**src/verilog/atari_audio_defines.svh**
```systemverilog
//******************************
// widths and midpoints of the
// audio path samples
//******************************

`ifndef ATARI_AUDIO_DEFINES_SVH
`define ATARI_AUDIO_DEFINES_SVH

// ym2149 side
`define PSG_LEVEL_W   8      // one channel output level
`define PSG_SUM_W     10     // sum of up to three channels
`define PSG_MID       512    // zero point of the channel sum

// ste dma sound side
`define DMA_SAMPLE_W  8
`define DMA_MID       128    // sample value for silence

// combined mix and the dac behind it
`define MIX_W         15
`define DAC_ACC_W     16     // mix width plus the carry bit

`endif
```
**src/verilog/mix_pkg.sv**
```systemverilog
//******************************
// types of the dma sound
// samples, the mix and the dac
//******************************

`include "atari_audio_defines.svh"

package mix_pkg;

	typedef logic [`DMA_SAMPLE_W-1:0] dma_sample_t;          // offset binary from the shifter
	typedef logic signed [`DMA_SAMPLE_W-1:0] dma_signed_t;   // midpoint removed

	typedef logic signed [`MIX_W-1:0] mix_t;                 // psg plus dma per side

	// sigma-delta accumulator, top bit is the output carry
	typedef logic [`DAC_ACC_W-1:0] dac_acc_t;

endpackage

```
**src/verilog/psg_pkg.sv**
```systemverilog
//******************************
// types of the ym2149 channel
// levels and their sums
//******************************

`include "atari_audio_defines.svh"

package psg_pkg;

	// level as delivered by a tone/noise/envelope channel
	typedef logic [`PSG_LEVEL_W-1:0] psg_level_t;

	// unsigned channel sum, mono or one stereo side
	typedef logic [`PSG_SUM_W-1:0] psg_sum_t;

endpackage

```
**src/verilog/atari_audio.sv**
```systemverilog
//******************************
// ste audio output path top
// psg mix, dma sound, dac
//******************************

`timescale 1ns/10ps

module atari_audio (
	input  logic                 clk_32,
	input  logic                 xsint,
	// ym2149 channels
	input  psg_pkg::psg_level_t  chan_a,
	input  psg_pkg::psg_level_t  chan_b,
	input  psg_pkg::psg_level_t  chan_c,
	input  logic                 psg_stereo,
	// ste dma sound from the shifter
	input  mix_pkg::dma_sample_t snd_l,
	input  mix_pkg::dma_sample_t snd_r,
	input  logic                 sample_strobe,
	// mixed audio
	output mix_pkg::mix_t        mix_l,
	output mix_pkg::mix_t        mix_r,
	output logic                 audio_l,
	output logic                 audio_r
);
	import psg_pkg::*;
	import mix_pkg::*;

	psg_sum_t    ym_l;
	psg_sum_t    ym_r;
	dma_signed_t ste_l;
	dma_signed_t ste_r;

	psg_mixer psg_mixer_i (
		.clk_32        ( clk_32        ),
		.xsint         ( xsint         ),
		.chan_a        ( chan_a        ),
		.chan_b        ( chan_b        ),
		.chan_c        ( chan_c        ),
		.psg_stereo    ( psg_stereo    ),
		.ym_l          ( ym_l          ),
		.ym_r          ( ym_r          )
	);

	dma_sound_latch dma_sound_latch_i (
		.clk_32        ( clk_32        ),
		.xsint         ( xsint         ),
		.snd_l         ( snd_l         ),
		.snd_r         ( snd_r         ),
		.sample_strobe ( sample_strobe ),
		.ste_l         ( ste_l         ),
		.ste_r         ( ste_r         )
	);

	audio_mixer audio_mixer_i (
		.clk_32        ( clk_32        ),
		.xsint         ( xsint         ),
		.ym_l          ( ym_l          ),
		.ym_r          ( ym_r          ),
		.ste_l         ( ste_l         ),
		.ste_r         ( ste_r         ),
		.mix_l         ( mix_l         ),
		.mix_r         ( mix_r         )
	);

	sigma_delta_dac sigma_delta_dac_i (
		.clk_32        ( clk_32        ),
		.xsint         ( xsint         ),
		.mix_l         ( mix_l         ),   // also a top level output
		.mix_r         ( mix_r         ),
		.audio_l       ( audio_l       ),
		.audio_r       ( audio_r       )
	);

endmodule

```
**src/verilog/sigma_delta_dac.sv**
```systemverilog
//******************************
// first order sigma-delta dac
// two channels, 1 bit out
//******************************

`timescale 1ns/10ps

`include "atari_audio_defines.svh"

module sigma_delta_dac (
	input  logic          clk_32,
	input  logic          xsint,
	input  mix_pkg::mix_t mix_l,
	input  mix_pkg::mix_t mix_r,
	output logic          audio_l,    // pulse density bitstream
	output logic          audio_r
);
	import mix_pkg::*;

	dac_acc_t acc_l;
	dac_acc_t acc_r;
	dac_acc_t acc_l_next;
	dac_acc_t acc_r_next;

	// one accumulation step
	// the carry of the previous step is dropped before adding
	function automatic dac_acc_t dac_step(dac_acc_t acc, mix_t mix);
		dac_acc_t offset;
		// signed mix to offset binary, most negative value gives 0
		offset = {1'b0, ~mix[`MIX_W-1], mix[`MIX_W-2:0]};
		return {1'b0, acc[`DAC_ACC_W-2:0]} + offset;
	endfunction

	assign acc_l_next = dac_step(acc_l, mix_l);
	assign acc_r_next = dac_step(acc_r, mix_r);

	always_ff @(posedge clk_32 or negedge xsint) begin
		if (!xsint) begin
			acc_l <= '0;
			acc_r <= '0;
		end else begin
			acc_l <= acc_l_next;
			acc_r <= acc_r_next;
		end
	end

	// carry of this cycle's addition
	// ones per 2^15 cycles follow the offset value
	assign audio_l = acc_l[`DAC_ACC_W-1];
	assign audio_r = acc_r[`DAC_ACC_W-1];

endmodule

```
**src/verilog/audio_mixer.sv**
```systemverilog
//******************************
// psg and dma sound mix
// expand to 15 bits and add
//******************************

`timescale 1ns/10ps

`include "atari_audio_defines.svh"

module audio_mixer (
	input  logic                 clk_32,
	input  logic                 xsint,
	input  psg_pkg::psg_sum_t    ym_l,
	input  psg_pkg::psg_sum_t    ym_r,
	input  mix_pkg::dma_signed_t ste_l,
	input  mix_pkg::dma_signed_t ste_r,
	output mix_pkg::mix_t        mix_l,
	output mix_pkg::mix_t        mix_r
);
	import psg_pkg::*;
	import mix_pkg::*;

	// sign bit, the sum, then its top bits to fill the low end
	function automatic mix_t psg_term(psg_sum_t sum);
		psg_sum_t s;
		s = sum - psg_sum_t'(`PSG_MID);    // wraps to two's complement
		return {s[`PSG_SUM_W-1], s, s[`PSG_SUM_W-1 -: (`MIX_W - `PSG_SUM_W - 1)]};
	endfunction

	function automatic mix_t dma_term(dma_signed_t v);
		return {v[`DMA_SAMPLE_W-1], v, v[`DMA_SAMPLE_W-1 -: (`MIX_W - `DMA_SAMPLE_W - 1)]};
	endfunction

	mix_t sum_l;
	mix_t sum_r;

	assign sum_l = psg_term(ym_l) + dma_term(ste_l);  // wraps at 15 bits
	assign sum_r = psg_term(ym_r) + dma_term(ste_r);

	always_ff @(posedge clk_32 or negedge xsint) begin
		if (!xsint) begin
			mix_l <= '0;
			mix_r <= '0;
		end else begin
			mix_l <= sum_l;
			mix_r <= sum_r;
		end
	end

endmodule

```
**src/verilog/dma_sound_latch.sv**
```systemverilog
//******************************
// ste dma sound sample holder
//******************************

`timescale 1ns/10ps

`include "atari_audio_defines.svh"

module dma_sound_latch (
	input  logic                 clk_32,
	input  logic                 xsint,
	input  mix_pkg::dma_sample_t snd_l,
	input  mix_pkg::dma_sample_t snd_r,
	input  logic                 sample_strobe,  // one clk_32 pulse per sample
	output mix_pkg::dma_signed_t ste_l,
	output mix_pkg::dma_signed_t ste_r
);
	import mix_pkg::*;

	dma_signed_t snd_l_signed;
	dma_signed_t snd_r_signed;

	// offset binary to two's complement
	assign snd_l_signed = snd_l - dma_sample_t'(`DMA_MID);
	assign snd_r_signed = snd_r - dma_sample_t'(`DMA_MID);

	// the sample rate is far below clk_32 so a pair is held
	// for many cycles until the shifter strobes the next one
	always_ff @(posedge clk_32 or negedge xsint) begin
		if (!xsint) begin
			ste_l <= '0;             // silence
			ste_r <= '0;
		end else if (sample_strobe) begin
			ste_l <= snd_l_signed;
			ste_r <= snd_r_signed;
		end
	end

endmodule

```
**src/verilog/psg_mixer.sv**
```systemverilog
//******************************
// ym2149 channel mix
// mono or stereo, registered
//******************************

`timescale 1ns/10ps

`include "atari_audio_defines.svh"

module psg_mixer (
	input  logic                clk_32,
	input  logic                xsint,
	input  psg_pkg::psg_level_t chan_a,
	input  psg_pkg::psg_level_t chan_b,
	input  psg_pkg::psg_level_t chan_c,
	input  logic                psg_stereo,  // level, a+b left and c+b right
	output psg_pkg::psg_sum_t   ym_l,
	output psg_pkg::psg_sum_t   ym_r
);
	import psg_pkg::*;

	psg_sum_t a_ext;
	psg_sum_t b_ext;
	psg_sum_t c_ext;
	psg_sum_t sum_ab;
	psg_sum_t sum_cb;
	psg_sum_t sum_abc;
	psg_sum_t sum_l;
	psg_sum_t sum_r;

	// zero extend the channel levels to sum width
	assign a_ext = {{(`PSG_SUM_W - `PSG_LEVEL_W){1'b0}}, chan_a};
	assign b_ext = {{(`PSG_SUM_W - `PSG_LEVEL_W){1'b0}}, chan_b};
	assign c_ext = {{(`PSG_SUM_W - `PSG_LEVEL_W){1'b0}}, chan_c};

	assign sum_ab  = a_ext + b_ext;
	assign sum_cb  = c_ext + b_ext;
	assign sum_abc = sum_ab + c_ext;    // mono, same on both sides

	// channel b sits in the middle of the stereo image
	assign sum_l = psg_stereo ? sum_ab : sum_abc;
	assign sum_r = psg_stereo ? sum_cb : sum_abc;

	always_ff @(posedge clk_32 or negedge xsint) begin
		if (!xsint) begin
			ym_l <= '0;
			ym_r <= '0;
		end else begin
			ym_l <= sum_l;
			ym_r <= sum_r;
		end
	end

endmodule

```
**config.mk**
```make
export PLATFORM = sky130hd
export DESIGN_NAME = atari_audio
export DESIGN_NICKNAME = d
export VERILOG_FILES = /design/src/verilog/mix_pkg.sv /design/src/verilog/psg_pkg.sv /design/src/verilog/atari_audio.sv /design/src/verilog/sigma_delta_dac.sv /design/src/verilog/audio_mixer.sv /design/src/verilog/dma_sound_latch.sv /design/src/verilog/psg_mixer.sv
export VERILOG_INCLUDE_DIRS = /design/src /design/src/verilog
export SDC_FILE = /design/constraint.sdc
export NUM_CORES = 1
export LEC_CHECK = 0
export BUFFER_PORTS_ARGS = -buffer_cell sky130_fd_sc_hd__buf_2
export CAP_MARGIN = 15
export CORE_MARGIN = 1.5
export CORE_UTILIZATION = 40
export CTS_BUF_LIST = sky130_fd_sc_hd__clkbuf_2
export CTS_CLUSTER_DIAMETER = 120
export CTS_CLUSTER_SIZE = 14
export DETAILED_ROUTE_END_ITERATION = 10
export HOLD_SLACK_MARGIN = 0.1
export PLACE_DENSITY = 0.63
export SYNTH_ARGS = -nofsm -noshare
export SYNTH_HDL_FRONTEND = slang
export SYNTH_SLANG_ARGS = --single-unit
```
**constraint.sdc**
```tcl
create_clock -name clk_32 -period 4.4 [get_ports clk_32]
set_clock_uncertainty 0.15 [all_clocks]
set_input_delay 0.66 -clock clk_32 [delete_from_list [all_inputs] [get_ports clk_32]]
set_output_delay 0.66 -clock clk_32 [all_outputs]
set_load 0.005 [all_outputs]
```
==> impl_metrics.env <==
export IMPL_status="finished clean"
export IMPL_route_detailed_drc=0
export IMPL_start_util_pct=41.25
export IMPL_period_needed_ns=2.867
export IMPL_drt_pass1_iter_count=4
export IMPL_synthCells=629
export IMPL_syn_nets=763
export IMPL_place_area_um2=6952
export IMPL_die_area_um2=16560
export IMPL_synth_top_cells_by_count="97 x dfrtp_1, 83 x ha_1, 53 x a21oi_1"
export IMPL_fmax_ghz=0.3488
export IMPL_rsz0062_at_grt="no"
export IMPL_design_area_um2=7104
export IMPL_num_nets_final=851
export IMPL_cpMaxStageDelayCell="fa_1"
export IMPL_slowest_delay_ns=0.41
export IMPL_avgViaCountPerCell=5.141
export IMPL_slew_headroom_pct=32.64
export IMPL_drive_above_1_share_pct=15.26
export IMPL_period_share_pct=65.16
export IMPL_maxCapViolCount=0
export IMPL_syn_to_final_growth_pct=12.46
export IMPL_ys_seq_elements=97
export IMPL_route_met2_wl_um=6329
export IMPL_critPathTopFamily="adder cells"
export IMPL_worst_setup_path_start_kind="input pin"
export IMPL_cts_buffer_depth=2
export IMPL_grt_pass1_wl_um=22580
export IMPL_cp_buffers_inverters=1
export IMPL_overflow=0
export IMPL_ir_drop_uv=200.2
export IMPL_drtIter0Drc=315
export IMPL_place_congestion=0.8899
export IMPL_worstSetupPathType="in -> reg"
export IMPL_seq_area_frac_synth_pct=38.42
export IMPL_cts_num_sinks=97
export IMPL_setup_slack_ns=1.533
export IMPL_path_cells="buf_2 > ha_1 > fa_1 > a21oi_1 > o21bai_1 > xor2_1 > ha_1 > a21o_1 > a2bb2oi_1 > nor2b_1 > xnor2_1 > mux2_2"
export IMPL_finalHoldViolCount=0
export IMPL_synth_async_reset_ratio_pct=100.0
export IMPL_grt_usage_pct=17.22
export IMPL_synth_top_cells_by_area="dfrtp_1 38%, ha_1 16%, xnor2_1 6.2%, a21oi_1 4.2%, nor2_1 3.0%"
export IMPL_syn_area_um2=6317
export IMPL_ys_flop_type="dfrtp_1"
export IMPL_core_um2=15310
export IMPL_grt_max_degree=83
export IMPL_vias=4797
export IMPL_worstSetupEndpointType="flop"
export IMPL_synth_top_area_share_pct=38.42
export IMPL_row_count=45
export IMPL_max_slew_worst_pin_slew_ns=1.010
export IMPL_post_route_util_pct=46.39
export IMPL_cp_data_arrival_time_ns=3.15
export IMPL_ctsResizeCount=0
export IMPL_synth_edf_count=0
export IMPL_cts_root_buffer="clkbuf_2"
export IMPL_wl_um=13260
export IMPL_cp_common_cell="ha_1"
export IMPL_worstSkewPairLatency_ns=0.54
export IMPL_cts_buffers=9
export IMPL_synth_area_per_cell_um2=10.04
export IMPL_critical_path_max_fanout=4
export IMPL_p_leak_nw=3.372
export IMPL_cts_tree="yes"
export IMPL_post_drt_wl_per_cell_um=14.21
export IMPL_power_density_nw_per_um2=722.4
export IMPL_yosysTopAreaCell="dfrtp_1"
export IMPL_hold_ws_ns=0.1765
export IMPL_top_layer_used="met4"
export IMPL_die_h_um=128.7
export IMPL_ant_nets=0
export IMPL_antenna_found_initial=1
export IMPL_setup_tns_ns=0
export IMPL_ios=76
export IMPL_ys_types=49
export IMPL_setup_violations=0
export IMPL_synth_most_common_cell="dfrtp_1"
export IMPL_wl_met3_um=488
export IMPL_hold_path_class="in -> reg"
export IMPL_slew_viol_final=0
export IMPL_yosysWarningCount=0
export IMPL_portBuffers=75
export IMPL_hpwl_um=10700
export IMPL_pre_cts_ws_ns=0.9778
export IMPL_clk_pin_slew_ns=0.24
export IMPL_htreeDepth=3
export IMPL_drt_met1_wl_um=6345
export IMPL_chipWidth_um=128.7
export IMPL_required_ns=4.68
export IMPL_grt_pass1_vias=4782
export IMPL_post_cts_buffers=0
export IMPL_fillCellCount=1463
repair_timing:
item                       4_1_cts  5_1_grt
hold endpoints to repair        47        1
hold buffers                     4        1
setup endpoints to repair        0        0
report_power, final:
part           total [W]  switching [W]  leakage, nW  internal, W
combinational    0.00323        0.00173         2.18      0.00149
clock           0.000406       0.000277       0.0631     0.000129
sequential       0.00150       0.000212         1.13      0.00129
total            0.00513        0.00222         3.37      0.00291
layer usage:
| metal | track usage [%] | up-vias |
|---|---|---|
| met5 | 0 | - |
| met4 | 5.816 | 0 |
| met3 | 2.661 | 6 |
| met2 | 28.66 | 88 |
| met1 | 23.00 | 2272 |
| li1 | - | 2431 |
cells in the final DEF (no fill, tap or decap), types with 14 or more instances in the layout:
cell,count
nand2_1,36
inv_1,40
a21o_1,23
buf_2,74
o21a_1,15
o21ai_0,31
xnor2_1,45
ha_1,83
mux2_2,15
dfrtp_1,97
o21ai_1,14
a21oi_1,53
nor2_1,50
layout make-up:
| class | instances | area [um^2] | area share, % |
|---|---|---|---|
| inverters | 40 | 150.1 | 2.113 |
| well taps | 211 | 264.0 | 3.716 |
| clock buffers | 11 | 55.05 | 0.7749 |
| diodes | 1 | 2.502 | 0.03522 |
| flip-flops and latches | 97 | 2427 | 34.17 |
| clock inverters | 4 | 45.04 | 0.6340 |
| multi-input cells | 488 | 3725 | 52.43 |
| repair buffers | 81 | 435.4 | 6.129 |
through the flow:
stage	cells	power [W]
detailed placement	912	0.004743
finish	933	0.005132
global route	933	0.005695
floorplan	629	0.003974
global placement	912	0.004632
CTS	931	0.005175
state kept, by name (all words and copies together) (netlist names):
register / count
psg_mixer_i.ym_r: 9
audio_mixer_i.mix_l: 15
audio_mixer_i.mix_r: 15
sigma_delta_dac_i.acc_r: 16
sigma_delta_dac_i.acc_l: 16
dma_sound_latch_i.ste_l: 8
dma_sound_latch_i.ste_r: 8
psg_mixer_i.ym_l: 10
path summary, 6_finish.rpt:
path / slack (ns) / from / cells past startpoint / to
worst max-delay path: 1.53 / chan_a[0] / 12 / psg_mixer_i.ym_l[6]
worst min-delay path: 0.18 / snd_r[2] / 2 / dma_sound_latch_i.ste_r[2]
worst max register to register: 1.75 / audio_mixer_i.mix_l[0] / 9 / sigma_delta_dac_i.acc_l[14]
worst min register to register: 0.35 / sigma_delta_dac_i.acc_l[0] / 1 / sigma_delta_dac_i.acc_l[0]
max in group asynchronous: 2.63 / xsint / 3 / audio_mixer_i.mix_l[6]
min in group asynchronous: 0.63 / xsint / 2 / audio_mixer_i.mix_r[0]
cells by family after synthesis:
family	Yosys count	share of synthesized area, %
adder cells (fa/ha/maj)	90	18.66
XOR/XNOR	57	7.903
AO/OA/AOI/OAI	189	19.51
buffers and inverters	44	2.614
multiplexers	20	3.466
flip-flops	97	38.42
AND/OR/NAND/NOR	132	9.428
Note: power is estimated with default switching activity, not from simulation.
